**src/include/spi_consts.svh**
```systemverilog
`ifndef SPI_CONSTS_SVH
`define SPI_CONSTS_SVH

// ==================================================
// Message and response geometry
// ==================================================
`define SPI_MSG_LEN         64
`define SPI_MSG_TYPE_LEN    8
`define SPI_MSG_ARG_LEN     56
`define SPI_RESP_LEN        64

// Nibbles per message, the leading dummy byte included
`define SPI_MSG_CYCLES      18

`define SPI_LED_W           4

// Type bit that marks a message expecting a response
`define SPI_TYPE_RESP_BIT   6

// ==================================================
// Message type codes, top type bit already forced
// ==================================================
`define SPI_TYPE_NOP        8'h80
`define SPI_TYPE_LED_SET    8'h81
`define SPI_TYPE_ECHO       8'hC0
`define SPI_TYPE_STATUS     8'hC1

// Field positions in the response and argument
`define SPI_RESP_ECHO_LSB       8
`define SPI_RESP_STAT_LED_MSB   63
`define SPI_RESP_STAT_LED_LSB   60
`define SPI_RESP_STAT_BAD_BIT   59
`define SPI_ARG_LED_MSB         3
`define SPI_ARG_LED_LSB         0

`endif

```
**src/spi_pkg.sv**
```systemverilog
`include "spi_consts.svh"

package spi_pkg;

    // ==================================================
    // Lane groups
    // ==================================================
    // Input lanes 3..0 carry one nibble per clock
    typedef logic [3:0] nibble_t;

    // All eight lanes in the response direction
    typedef logic [7:0] lanes_t;

    // ==================================================
    // Message and response words
    // ==================================================
    typedef logic [`SPI_MSG_TYPE_LEN-1:0] msg_type_t;

    typedef logic [`SPI_MSG_ARG_LEN-1:0] msg_arg_t;

    typedef logic [`SPI_RESP_LEN-1:0] resp_t;

    typedef logic [`SPI_LED_W-1:0] led_t;

    // Type occupies the top byte, argument follows
    typedef struct packed {
        msg_type_t msg_type;
        msg_arg_t  arg;
    } spi_msg_t;

    // Session states of the command controller
    typedef enum logic [1:0] {
        st_msg_in,
        st_decode,
        st_resp_out,
        st_idle
    } ctrl_state_t;

endpackage

```
**src/spi_msg_rx.sv**
```systemverilog
`timescale 1ns/1ns
`include "spi_consts.svh"

module spi_msg_rx (
    input  logic              ice_st_spi_clk,
    input  logic              spi_cs,
    input  spi_pkg::nibble_t  spi_d_in,
    output spi_pkg::spi_msg_t msg,
    output logic              msg_valid
);

    localparam int CNT_W = $clog2(`SPI_MSG_CYCLES + 1);

    logic [CNT_W-1:0]        cycle_cnt;
    logic [`SPI_MSG_LEN-1:0] msg_sr;

    // ==================================================
    // Cycle counter
    // ==================================================
    // Loaded on every deselect, counts down one per captured nibble
    always_ff @(posedge ice_st_spi_clk or negedge spi_cs) begin
        if (!spi_cs) begin
            cycle_cnt <= CNT_W'(`SPI_MSG_CYCLES);
            msg_valid <= 1'b0;
        end else begin
            msg_valid <= (cycle_cnt == CNT_W'(1));
            if (cycle_cnt != '0) begin
                cycle_cnt <= cycle_cnt - CNT_W'(1);
            end
        end
    end

    // Nibble shift register, most significant nibble first.
    // The dummy byte falls off the top by the last capture
    always_ff @(posedge ice_st_spi_clk) begin
        if (cycle_cnt != '0) begin
            msg_sr <= {msg_sr[`SPI_MSG_LEN-5:0], spi_d_in};
        end
    end

    // Shifting has stopped once the strobe is out, so msg holds
    assign msg = msg_sr;

    // One message per selection, so the strobe cannot repeat
    msg_valid_single : assert property (
        @(posedge ice_st_spi_clk) disable iff (!spi_cs)
        msg_valid |=> !msg_valid
    );

endmodule

```
**src/spi_cmd_ctrl.sv**
```systemverilog
`timescale 1ns/1ns
`include "spi_consts.svh"

module spi_cmd_ctrl (
    input  logic              ice_st_spi_clk,
    input  logic              spi_cs,
    input  spi_pkg::spi_msg_t msg,
    input  logic              msg_valid,
    output spi_pkg::resp_t    resp,
    output logic              resp_load,
    output spi_pkg::led_t     led
);

    spi_pkg::ctrl_state_t state;
    spi_pkg::msg_type_t   type_fixed;
    spi_pkg::resp_t       resp_next;
    logic                 decode_en;
    logic                 type_has_resp;

    // Survive deselect, power up cleared
    spi_pkg::led_t led_q   = '0;
    logic          bad_cmd = 1'b0;

    // ==================================================
    // Message decode
    // ==================================================
    // The host cannot send the top type bit as one, so it is forced here
    assign type_fixed = {1'b1, msg.msg_type[`SPI_MSG_TYPE_LEN-2:0]};

    assign decode_en = msg_valid && (state == spi_pkg::st_msg_in);

    // Only known response types answer; unknown ones stay silent
    assign type_has_resp = (type_fixed == `SPI_TYPE_ECHO) ||
                           (type_fixed == `SPI_TYPE_STATUS);

    always_comb begin
        resp_next = '0;
        case (type_fixed)
            `SPI_TYPE_ECHO: begin
                resp_next[`SPI_RESP_LEN-1:`SPI_RESP_ECHO_LSB] = msg.arg;
            end
            `SPI_TYPE_STATUS: begin
                resp_next[`SPI_RESP_STAT_LED_MSB:`SPI_RESP_STAT_LED_LSB] = led_q;
                resp_next[`SPI_RESP_STAT_BAD_BIT] = bad_cmd;
            end
            default: begin
                resp_next = '0;
            end
        endcase
    end

    // ==================================================
    // Session FSM
    // ==================================================
    always_ff @(posedge ice_st_spi_clk or negedge spi_cs) begin
        if (!spi_cs) begin
            state     <= spi_pkg::st_msg_in;
            resp_load <= 1'b0;
        end else begin
            resp_load <= 1'b0;
            case (state)
                spi_pkg::st_msg_in: begin
                    if (msg_valid) begin
                        state     <= spi_pkg::st_decode;
                        resp_load <= type_has_resp;
                    end
                end
                spi_pkg::st_decode: begin
                    // resp_load is still high here when a response went out
                    state <= resp_load ? spi_pkg::st_resp_out : spi_pkg::st_idle;
                end
                default: begin
                    // Wait for deselect
                    state <= state;
                end
            endcase
        end
    end

    // Response word, captured together with the load strobe
    always_ff @(posedge ice_st_spi_clk) begin
        if (decode_en) begin
            resp <= resp_next;
        end
    end

    // LED and sticky error flag
    always_ff @(posedge ice_st_spi_clk) begin
        if (decode_en) begin
            case (type_fixed)
                `SPI_TYPE_LED_SET: begin
                    led_q <= msg.arg[`SPI_ARG_LED_MSB:`SPI_ARG_LED_LSB];
                end
                `SPI_TYPE_NOP, `SPI_TYPE_ECHO, `SPI_TYPE_STATUS: begin
                    led_q <= led_q;
                end
                default: begin
                    bad_cmd <= 1'b1;
                end
            endcase
        end
    end

    assign led = led_q;

    // A load always comes from a decoded message asking for a response
    resp_load_after_decode : assert property (
        @(posedge ice_st_spi_clk) disable iff (!spi_cs)
        resp_load |-> ($past(decode_en) && $past(type_fixed[`SPI_TYPE_RESP_BIT]))
    );

endmodule

```
**src/spi_resp_tx.sv**
```systemverilog
`timescale 1ns/1ns
`include "spi_consts.svh"

module spi_resp_tx (
    input  logic            ice_st_spi_clk,
    input  logic            spi_cs,
    input  spi_pkg::resp_t  resp,
    input  logic            resp_load,
    output spi_pkg::lanes_t spi_d_out,
    output logic            spi_d_out_en
);

    spi_pkg::resp_t resp_q;
    logic [15:0]    out_word;
    logic           shift_phase;

    // ==================================================
    // Output word sequencing
    // ==================================================
    // Even cycle loads a 16-bit word, odd cycle shifts it by a nibble
    always_ff @(posedge ice_st_spi_clk or negedge spi_cs) begin
        if (!spi_cs) begin
            spi_d_out_en <= 1'b0;
            shift_phase  <= 1'b0;
            out_word     <= '0;
        end else if (resp_load) begin
            spi_d_out_en <= 1'b1;
            shift_phase  <= 1'b1;
            out_word     <= resp[`SPI_RESP_LEN-1 -: 16];
        end else if (spi_d_out_en) begin
            shift_phase <= !shift_phase;
            if (shift_phase) begin
                out_word <= {out_word[11:0], 4'b0000};
            end else begin
                out_word <= resp_q[`SPI_RESP_LEN-1 -: 16];
            end
        end
    end

    // Remaining response words; zeros fill in behind them
    always_ff @(posedge ice_st_spi_clk) begin
        if (resp_load) begin
            resp_q <= {resp[`SPI_RESP_LEN-17:0], 16'h0000};
        end else if (spi_d_out_en && !shift_phase) begin
            resp_q <= {resp_q[`SPI_RESP_LEN-17:0], 16'h0000};
        end
    end

    // High lanes carry the upper byte, low lanes the lower byte
    assign spi_d_out = {out_word[15:12], out_word[7:4]};

    en_rise_needs_load : assert property (
        @(posedge ice_st_spi_clk) disable iff (!spi_cs)
        $rose(spi_d_out_en) |-> $past(resp_load)
    );

endmodule

```
**src/spi_top.sv**
```systemverilog
`timescale 1ns/1ns

module spi_top (
    input  logic             ice_st_spi_clk,
    input  logic             spi_cs,
    input  spi_pkg::nibble_t spi_d_in,
    output spi_pkg::lanes_t  spi_d_out,
    output logic             spi_d_out_en,
    output spi_pkg::led_t    ice_led
);

    // ==================================================
    // Internal nets
    // ==================================================
    spi_pkg::spi_msg_t msg;
    logic              msg_valid;
    spi_pkg::resp_t    resp;
    logic              resp_load;

    // Message capture from the four input lanes
    spi_msg_rx u_msg_rx (
        .ice_st_spi_clk (ice_st_spi_clk),
        .spi_cs         (spi_cs),
        .spi_d_in       (spi_d_in),
        .msg            (msg),
        .msg_valid      (msg_valid)
    );

    // Decode, LED and response assembly
    spi_cmd_ctrl u_cmd_ctrl (
        .ice_st_spi_clk (ice_st_spi_clk),
        .spi_cs         (spi_cs),
        .msg            (msg),
        .msg_valid      (msg_valid),
        .resp           (resp),
        .resp_load      (resp_load),
        .led            (ice_led)
    );

    // Response out on all eight lanes
    spi_resp_tx u_resp_tx (
        .ice_st_spi_clk (ice_st_spi_clk),
        .spi_cs         (spi_cs),
        .resp           (resp),
        .resp_load      (resp_load),
        .spi_d_out      (spi_d_out),
        .spi_d_out_en   (spi_d_out_en)
    );

endmodule

```
**config.mk**
```make
export PLATFORM = sky130hd
export DESIGN_NAME = spi_top
export DESIGN_NICKNAME = d
export VERILOG_FILES = /design/src/spi_pkg.sv /design/src/spi_msg_rx.sv /design/src/spi_cmd_ctrl.sv /design/src/spi_resp_tx.sv /design/src/spi_top.sv
export VERILOG_INCLUDE_DIRS = /design/src /design/src/include
export SDC_FILE = /design/constraint.sdc
export NUM_CORES = 1
export LEC_CHECK = 0
export BUFFER_PORTS_ARGS = -buffer_cell sky130_fd_sc_hd__buf_4
export CORE_ASPECT_RATIO = 1.1
export CORE_MARGIN = 2
export CORE_UTILIZATION = 35
export CTS_BUF_LIST = sky130_fd_sc_hd__clkbuf_16
export CTS_CLUSTER_DIAMETER = 50
export DETAILED_ROUTE_END_ITERATION = 8
export MAX_ROUTING_LAYER = met4
export SETUP_SLACK_MARGIN = 0.2
export SLEW_MARGIN = 10
export SYNTH_ARGS = -nofsm -noshare
export SYNTH_HDL_FRONTEND = slang
export SYNTH_HIERARCHICAL = 1
export SYNTH_SLANG_ARGS = --single-unit
export TNS_END_PERCENT = 20
```
**constraint.sdc**
```tcl
create_clock -name ice_st_spi_clk -period 6.6 [get_ports ice_st_spi_clk]
set_input_delay 0 -clock ice_st_spi_clk [delete_from_list [all_inputs] [get_ports ice_st_spi_clk]]
set_output_delay 0 -clock ice_st_spi_clk [all_outputs]
set_load 0.02 [all_outputs]
```
==> run_results.csv, run 1 <==
group,metric,value,unit
sta,setup_ws,4.29,ns
global_route,grt_pass1_wl,20700,µm
sta,worstMarginPinSlew,0.954,ns
sta,slew_viol_final,0,
logic_synthesis,synth_area_per_cell,17.3,µm²
logic_synthesis,ys_warn_count,6,
routing,drtIter0Drc,321,
clocking,clk_pin_slew,0.07,ns
routing,vias,3704,
global_route,gr-total-overflow,0,
worst_hold_path,hp-class,"input port to asynchronous set/reset pin",
global_route,use_met3,1.98,%
cells_and_area,instances_no_fill,772,
setup_path,crit_path_end_kind,"register",
cells_and_area,fillerInstances,2005,
floorplanning,ios,19,
logic_synthesis,synthesis.area,0.00788,mm²
sta,period_minus_slack,2.31,ns
logic_synthesis,netlist_instances,456,
power,cellPowerDensity,269,mW/mm²
power,p_leak,2.77,nW
routing,drtPass1Iterations,4,
cells_and_area,num-nets-final,473,
setup_path,cp.required,6.66,ns
status,run_status,"completed",
placement,dp_worst_setup_slack,4.28,ns
global_route,grt_max_degree,77,
routing,routed_wirelength,12700,µm
floorplanning,core_area,0.0221,mm²
global_route,gr-max-usage-layer,"met2",
setup_path,worstPathMaxFanout,76,
sta,finalSetupViolCount,0,
global_route,met2_usage,18.0,%
sta,timing.final.hold_violations,0,
global_route,antenna_found_initial,0,
clocking,cts-htree-levels,4,
global_route,grt_pass1_vias,3760,
power,total_power,0.00238,W
placement,dp.cells,735,
routing,via_per_inst,4.80,
clocking,cts.repair.resized,0,
cells_and_area,synthToLayoutAreaGrowth,12.2,%
sta,fmax,0.433,GHz
clocking,clk_latency,0.43,ns
flow_run,drv_cap,0,
cells_and_area,diodes,0,
placement,hpwl,7500,µm
clocking,numCtsBuffers,17,
routing,wire_per_inst,16.4,µm
clocking,cts.sink_count,198,
floorplanning,rows,57,
floorplanning,dieHeight,161,µm
cells_and_area,drive_gt1_share,31.9,%
setup_path,cp-start-kind,"register",
power,peakVddDrop,106,µV
clocking,cts_root_buf,"clkbuf_16",
sta,max_slew_margin,36.4,%
sta,rsz0062_at_grt,"no",
placement,place.gp.congestion,0.727,
sta,setup_tns,0,ns
clocking,cts_tree,"yes",
setup_path,worstSetupPathType,"register to register",
routing,ant_nets,0,
floorplanning,initial_core_util,35.6,%
setup_path,cp.arrival,2.37,ns
sta,skew,0.0105,ns
clocking,cts_post_setup_buffers_inserted,0,
global_route,grt_usage,11.6,%
floorplanning,dieArea,0.0237,mm²
sta,whs,0.0183,ns
clocking,cts_buffer_depth,2,
sta,post-route-period-util,35.0,%
placement,io_buffers,18,
floorplanning,dieWidth,147,µm
routing,drc,0,
global_route,met1_usage,15.0,%
## stage by stage
step | util (%) | cell area, µm²
global placement | 37.1 | 8200
global route | 40.0 | 8840
floorplan | - | 7900
finish | 40.0 | 8840
detailed placement | 37.1 | 8200
CTS | 40.0 | 8840
## worst paths after layout
| path | startpoint | to | slack (ns) | cells past startpoint |
|---|---|---|---|---|
| worst max-delay path | u_cmd_ctrl/resp_load | u_resp_tx/resp_q[35] | 4.29 | 4 |
| worst min-delay path | spi_cs | u_msg_rx/msg_valid | 0.02 | 2 |
| worst max register to register | u_cmd_ctrl/resp_load | u_resp_tx/resp_q[35] | 4.29 | 4 |
| worst min register to register | u_msg_rx/msg[34] | u_msg_rx/msg[38] | 0.43 | 0 |
| max in group asynchronous | spi_cs | u_msg_rx/cycle_cnt[4] | 6.26 | 2 |
| min in group ice_st_spi_clk | spi_d_in[0] | u_msg_rx/msg[0] | 0.30 | 2 |
## metal layers
metal,vias to the layer above,part of all wire [%]
met2,61,47
met4,0,2.3
met1,1869,48
li1,1756,-
met5,-,0
met3,18,2.4
## sequential cells by signal, indices dropped and copies added (netlist names)
register and cells:
u_cmd_ctrl/led 4, u_cmd_ctrl/resp 56, u_cmd_ctrl/resp_load 1, u_cmd_ctrl/state 2, u_msg_rx/cycle_cnt 5, u_msg_rx/msg 63
u_msg_rx/msg_valid 1, u_resp_tx/out_word 16, u_resp_tx/resp_q 48, u_resp_tx/shift_phase 1, u_resp_tx/spi_d_out_en 1
## where the power goes
part           leakage [nW]   total (W)  internal [W]  switching (W)
clock network         0.286     0.00103      0.000567       0.000460
logic                 0.771  0.00000835    0.00000380     0.00000456
registers              1.71     0.00134       0.00134              0
total                  2.77     0.00238       0.00191       0.000464
## timing repair
item,4_1_cts,5_1_grt
endpoints found under the setup margin,0,0
endpoints found under the hold margin,31,0
hold buffers,5,0
## cells in the final DEF, fill, tap and decap left out, types with 7 or more instances in the layout
cell type and n:
and2_1 21, and4_1 11, and4_2 40, buf_4 24
clkbuf_16 17, conb_1 8, dfrtp_1 24, edfxtp_1 171
inv_1 8, mux2_2 33, mux2i_1 11, nand2_1 8
nor3_1 7, o211ai_1 7, or3b_2 8
## area by class of cell
cell class | count | area [µm²] | share of cell area (%)
Clock inverter | 15 | 168 | 1.90
Inverter | 9 | 33.8 | 0.382
Tap cell | 295 | 369 | 4.18
Sequential cell | 198 | 5810 | 65.8
Multi-Input combinational cell | 209 | 1800 | 20.3
Timing Repair Buffer | 29 | 230 | 2.60
Clock buffer | 17 | 425 | 4.81
## worst max-delay path, cell delays in order (launching register included)
cell     delay, ns
dfrtp_2       0.34
buf_4         0.58
inv_1         0.30
o21ai_4       0.12
buf_4         0.54
(Power assumes the default switching activity.)
==> inputs of run 2 (changes only) <==
==> constraint.sdc (replaced) <==
create_clock -name ice_st_spi_clk -period 2.1 [get_ports ice_st_spi_clk]
set_input_delay 0 -clock ice_st_spi_clk [delete_from_list [all_inputs] [get_ports ice_st_spi_clk]]
set_output_delay 0 -clock ice_st_spi_clk [all_outputs]
set_load 0.02 [all_outputs]
==> run 2 against run 1 <==
Net effect:
- first-iteration DRC count fell by 19%
- non-clock buffer count grew 13
- final cell count increased by 1.7%
- sequential power increased to 3.1 times the previous value
- routed wire length grew 5.8%
- clock-buffer cell count unchanged
- critical path depth stayed put
- maximum frequency rose by 29%
- worst setup slack worse by 4.0 ns
- utilization rose by 0.62 points
- global-route usage rose by 0.61 points
==> run_results.csv, run 2 (synthesis results as in run 1) <==
group,metric,value,unit
status,run_status,"completed",
power,cellPowerDensity,814,mW/mm²
floorplanning,rows,57,
clocking,cts.sink_count,198,
clocking,clk_pin_slew,0.07,ns
routing,wire_per_inst,17.1,µm
cells_and_area,num-nets-final,486,
routing,ant_nets,0,
sta,period_minus_slack,1.79,ns
sta,skew,0.0106,ns
routing,via_per_inst,4.73,
sta,max_slew_margin,58.6,%
floorplanning,core_area,0.0221,mm²
routing,drtIter0Drc,261,
placement,placed_cell_area,0.00833,mm²
routing,routed_wirelength,13400,µm
cells_and_area,fillerInstances,1979,
cells_and_area,largest_register_ffs,63,
worst_hold_path,hp-class,"input port to asynchronous set/reset pin",
flow_run,drv_cap,0,
cells_and_area,drive_gt1_share,33.5,%
clocking,cts_root_buf,"clkbuf_16",
sta,timing.final.hold_violations,0,
setup_path,cp.arrival,1.97,ns
global_route,grt_pass1_vias,3893,
clocking,numCtsBuffers,17,
floorplanning,ios,19,
cells_and_area,layout_common_cells,"edfxtp_1, and4_2, mux2_2",
cells_and_area,stdcell_area,0.00897,mm²
sta,worstMarginPinSlew,0.619,ns
clocking,cts_tree,"yes",
placement,hpwl,8400,µm
floorplanning,dieArea,0.0237,mm²
sta,post-route-period-util,85.2,%
cells_and_area,final_util,40.6,%
setup_path,cp-start-kind,"register",
power,peakVddDrop,400,µV
cells_and_area,layout_commonest_cell,"edfxtp_1",
setup_path,worstSetupPathType,"register to register",
power,p_leak,2.84,nW
sta,rsz0062_at_grt,"no",
global_route,grt_max_degree,60,
clocking,cts-htree-levels,4,
global_route,grt_pass1_wl,21500,µm
setup_path,cp.required,2.28,ns
setup_path,crit_path_end_kind,"register",
floorplanning,dieWidth,147,µm
routing,drtPass1Iterations,4,
floorplanning,initial_core_util,35.6,%
clocking,cts_buffer_depth,2,
routing,drc,0,
clocking,clk_latency,0.43,ns
sta,setup_tns,0,ns
cells_and_area,diodes,0,
placement,place.gp.congestion,0.736,
routing,vias,3713,
setup_path,worstPathMaxFanout,29,
sta,slew_viol_final,0,
global_route,gr-total-overflow,0,
global_route,grt_usage,12.2,%
placement,io_buffers,18,
floorplanning,dieHeight,161,µm
global_route,antenna_found_initial,0,
cells_and_area,synthToLayoutAreaGrowth,14.0,%
sta,fmax,0.559,GHz
sta,finalSetupViolCount,0,
==> run 2: cell count changes in the layout (fill, tap and decap cells not counted), moves of 2 or more <==
cell	previous run	this run
buf_12	0	3
buf_4	24	32
clkinv_1	0	2
clkinv_2	1	5
clkinv_4	4	1
==> run 2: layout make-up <==
| cell class | instances | area, µm² | share of cell area, % |
|---|---|---|---|
| Sequential cell | 198 | 5820 | 64.8 |
| Multi-Input combinational cell | 209 | 1800 | 20.0 |
| Clock buffer | 17 | 425 | 4.74 |
| Timing Repair Buffer | 42 | 403 | 4.49 |
| Tap cell | 295 | 369 | 4.11 |
| Clock inverter | 15 | 126 | 1.41 |
| Inverter | 9 | 37.5 | 0.418 |
==> run 2: worst paths after layout <==
path	startpoint	endpoint	slack, ns	cells past startpoint
worst max-delay path	u_msg_rx/cycle_cnt[0]	u_msg_rx/msg[14]	0.31	4
worst min-delay path	spi_cs	u_cmd_ctrl/state[0]	0.03	2
worst max register to register	u_msg_rx/cycle_cnt[0]	u_msg_rx/msg[14]	0.31	4
worst min register to register	u_msg_rx/msg[33]	u_msg_rx/msg[37]	0.44	0
max in group asynchronous	spi_cs	u_msg_rx/cycle_cnt[4]	1.75	2
min in group ice_st_spi_clk	spi_d_in[3]	u_msg_rx/msg[3]	0.28	2
==> run 2: report_power, final <==
part	internal [W]	total, W	switching, W
registers	0.00421	0.00421	0
clock network	0.00164	0.00306	0.00142
logic	0.0000119	0.0000269	0.0000150
==> run 2: repair_timing <==
action / in CTS / in global routing
hold buffers: 5 / 0
buffers inserted: 0 / 1
resized for setup: 0 / 1
endpoints found under the hold margin: 31 / 0
endpoints found under the setup margin: 0 / 59
==> run 2: per-stage QoR <==
step	std cells	setup slack [ns]	hold slack, ns	total power, W
final	785	0.310	0.0299	0.00730
after global routing	785	0.251	0.0653	0.00750
after CTS	783	0.205	0.0354	0.00738
after detailed placement	746	0.226	-0.0447	0.00432
after global placement	746	0.273	-0.0528	0.00432
after floorplan	463	0.213	-0.296	0.00431
==> run 2: critical path, stage by stage (launching register included) <==
cell	delay (ns)
dfrtp_1	0.40
inv_1	0.15
ha_1	0.21
or4b_4	0.54
clkbuf_16	0.24
==> run 2: metal layers <==
layer / track usage (%) / vias up / wire length [µm]
met2: 19.5 / 54 / 6680
met3: 2.12 / 18 / 336
met5: - / - / 0
li1: - / 1778 / -
met4: 5.38 / 0 / 282
met1: 15.5 / 1863 / 6130
==> inputs of run 3 (changes only) <==
--- a/config.mk
+++ b/config.mk
@@ -14,6 +14,7 @@
 export CTS_CLUSTER_DIAMETER = 50
 export DETAILED_ROUTE_END_ITERATION = 8
 export MAX_ROUTING_LAYER = met4
+export PLACE_DENSITY = 0.61
 export SETUP_SLACK_MARGIN = 0.2
 export SLEW_MARGIN = 10
 export SYNTH_ARGS = -nofsm -noshare
==> run 3 against run 2 <==
Net effect:
- die area unchanged
- maximum frequency fell by 2.7%
- sequential share of layout area is 0.22 points higher
- global-route usage decreased by 0.21 points
- total power up 1.2%
- critical endpoint is now u_msg_rx/msg[38]
- largest cell class unchanged
==> run_results.csv, run 3 (synthesis results as in run 1) <==
group,metric,value,unit
status,run_status,"completed",
clocking,numCtsBuffers,17,
routing,routed_wirelength,13000,µm
power,cellPowerDensity,826,mW/mm²
routing,drt-met1-wl,6100,µm
sta,slew_viol_final,0,
sta,finalSetupViolCount,0,
setup_path,cp.required,2.26,ns
global_route,grt_max_degree,60,
global_route,grt_pass1_vias,3992,
setup_path,cp-start-kind,"register",
placement,place.gp.congestion,0.735,
floorplanning,ios,19,
routing,vias,3749,
routing,routed-wl-met2,6340,µm
sta,timing.final.hold_violations,0,
routing,dr.max_layer_used,"met4",
setup_path,crit_chain,"inv_1 -> ha_1 -> or4b_4 -> buf_16",
placement,dp_worst_setup_slack,0.243,ns
global_route,grt_usage,12.0,%
clocking,clk_latency,0.44,ns
floorplanning,rows,57,
sta,skew,0.0134,ns
clocking,clk_pin_slew,0.08,ns
sta,whs,0.0384,ns
setup_path,crit_path_end_kind,"register",
floorplanning,core_area,0.0221,mm²
floorplanning,initial_core_util,35.6,%
sta,setup_tns,0,ns
cells_and_area,fillerInstances,2010,
setup_path,r2r-start,"u_msg_rx/cycle_cnt[0]",
cells_and_area,num-nets-final,482,
sta,rsz0062_at_grt,"no",
clocking,cts.sink_count,198,
routing,met3WireLength,323,µm
clocking,cts_root_buf,"clkbuf_16",
cells_and_area,synthToLayoutAreaGrowth,13.6,%
cells_and_area,layout_commonest_cell,"edfxtp_1",
routing,wire_per_inst,16.7,µm
routing,drtIter0Drc,268,
power,p_leak,2.81,nW
cells_and_area,drive_gt1_share,33.1,%
sta,post-route-period-util,87.6,%
sta,setup_ws,0.260,ns
sta,fmax,0.544,GHz
sta,worstMarginPinSlew,0.851,ns
worst_hold_path,hp-class,"input port to asynchronous set/reset pin",
cells_and_area,diodes,0,
routing,ant_nets,0,
setup_path,cp_slowest_cell,"or4b_4",
floorplanning,dieHeight,161,µm
cells_and_area,layout_common_cells,"edfxtp_1, and4_2, mux2_2",
flow_run,drv_cap,0,
global_route,gr-total-overflow,0,
setup_path,cp.arrival,2.00,ns
setup_path,worstPathMaxFanout,59,
floorplanning,dieWidth,147,µm
global_route,grt_pass1_wl,21400,µm
cells_and_area,largest_register_ffs,63,
sta,period_minus_slack,1.84,ns
placement,hpwl,8030,µm
global_route,antenna_found_initial,0,
clocking,cts_buffer_depth,2,
routing,drtPass1Iterations,4,
placement,io_buffers,18,
power,peakVddDrop,396,µV
floorplanning,dieArea,0.0237,mm²
routing,drc,0,
sta,max_slew_margin,43.3,%
routing,via_per_inst,4.80,
setup_path,worstSetupPathType,"register to register",
clocking,cts-htree-levels,4,
setup_path,crit_start,"u_msg_rx/cycle_cnt[0]",
setup_path,cp_slowest_stage_delay,0.53,ns
clocking,cts_tree,"yes",
-- run 3: repair_timing --
action                                  4_1_cts  5_1_grt
hold buffers                                  5        0
endpoints found under the hold margin        31        0
endpoints found under the setup margin        0       59
setup buffers                                 0        2
resized for setup                             0        1
-- run 3: area by class of cell --
type	instances	area (µm²)	share of cell area, %
clock buffer	17	425	4.76
clock inverter	15	144	1.61
inverter	9	37.5	0.420
multi-input combinational	209	1800	20.1
sequential	198	5820	65.0
tap	295	369	4.13
timing repair buffer	38	355	3.97
-- run 3: final timing paths --
kind | end | slack, ns | cells after the start
worst min register to register | u_msg_rx/msg[36] | 0.44 | 0
worst max register to register | u_msg_rx/msg[38] | 0.26 | 4
min in group ice_st_spi_clk | u_msg_rx/msg[2] | 0.29 | 2
worst max-delay path | u_msg_rx/msg[38] | 0.26 | 4
max in group asynchronous | u_msg_rx/cycle_cnt[1] | 1.74 | 2
worst min-delay path | u_resp_tx/out_word[3] | 0.04 | 2
-- run 3: layer usage --
metal  vias up  GRT usage (%)
li1       1767              -
met1      1910           15.1
met2        58           18.9
met3        14           2.63
met4         0           5.29
met5         -              -
-- run 3: critical path: cells and delay by family (launching register included) --
kind | cells | cell delay [ns]
buf+inv | 2 | 0.39
flops | 1 | 0.40
simple gates | 1 | 0.53
fa+ha+maj | 1 | 0.22
-- run 3: power by group --
part           internal, W  switching (W)
sequential         0.00421              0
combinational    0.0000119      0.0000153
clock              0.00166        0.00148
total              0.00589        0.00150
-- run 3: per-stage QoR --
| step | area [µm²] | util [%] | std cells | total power (W) |
|---|---|---|---|---|
| after floorplan | 7930 | - | 463 | 0.00431 |
| after global placement | 8300 | 37.6 | 742 | 0.00432 |
| after detailed placement | 8300 | 37.6 | 742 | 0.00432 |
| after CTS | 8920 | 40.4 | 779 | 0.00747 |
| after global routing | 8940 | 40.5 | 781 | 0.00763 |
| final | 8940 | 40.5 | 781 | 0.00739 |
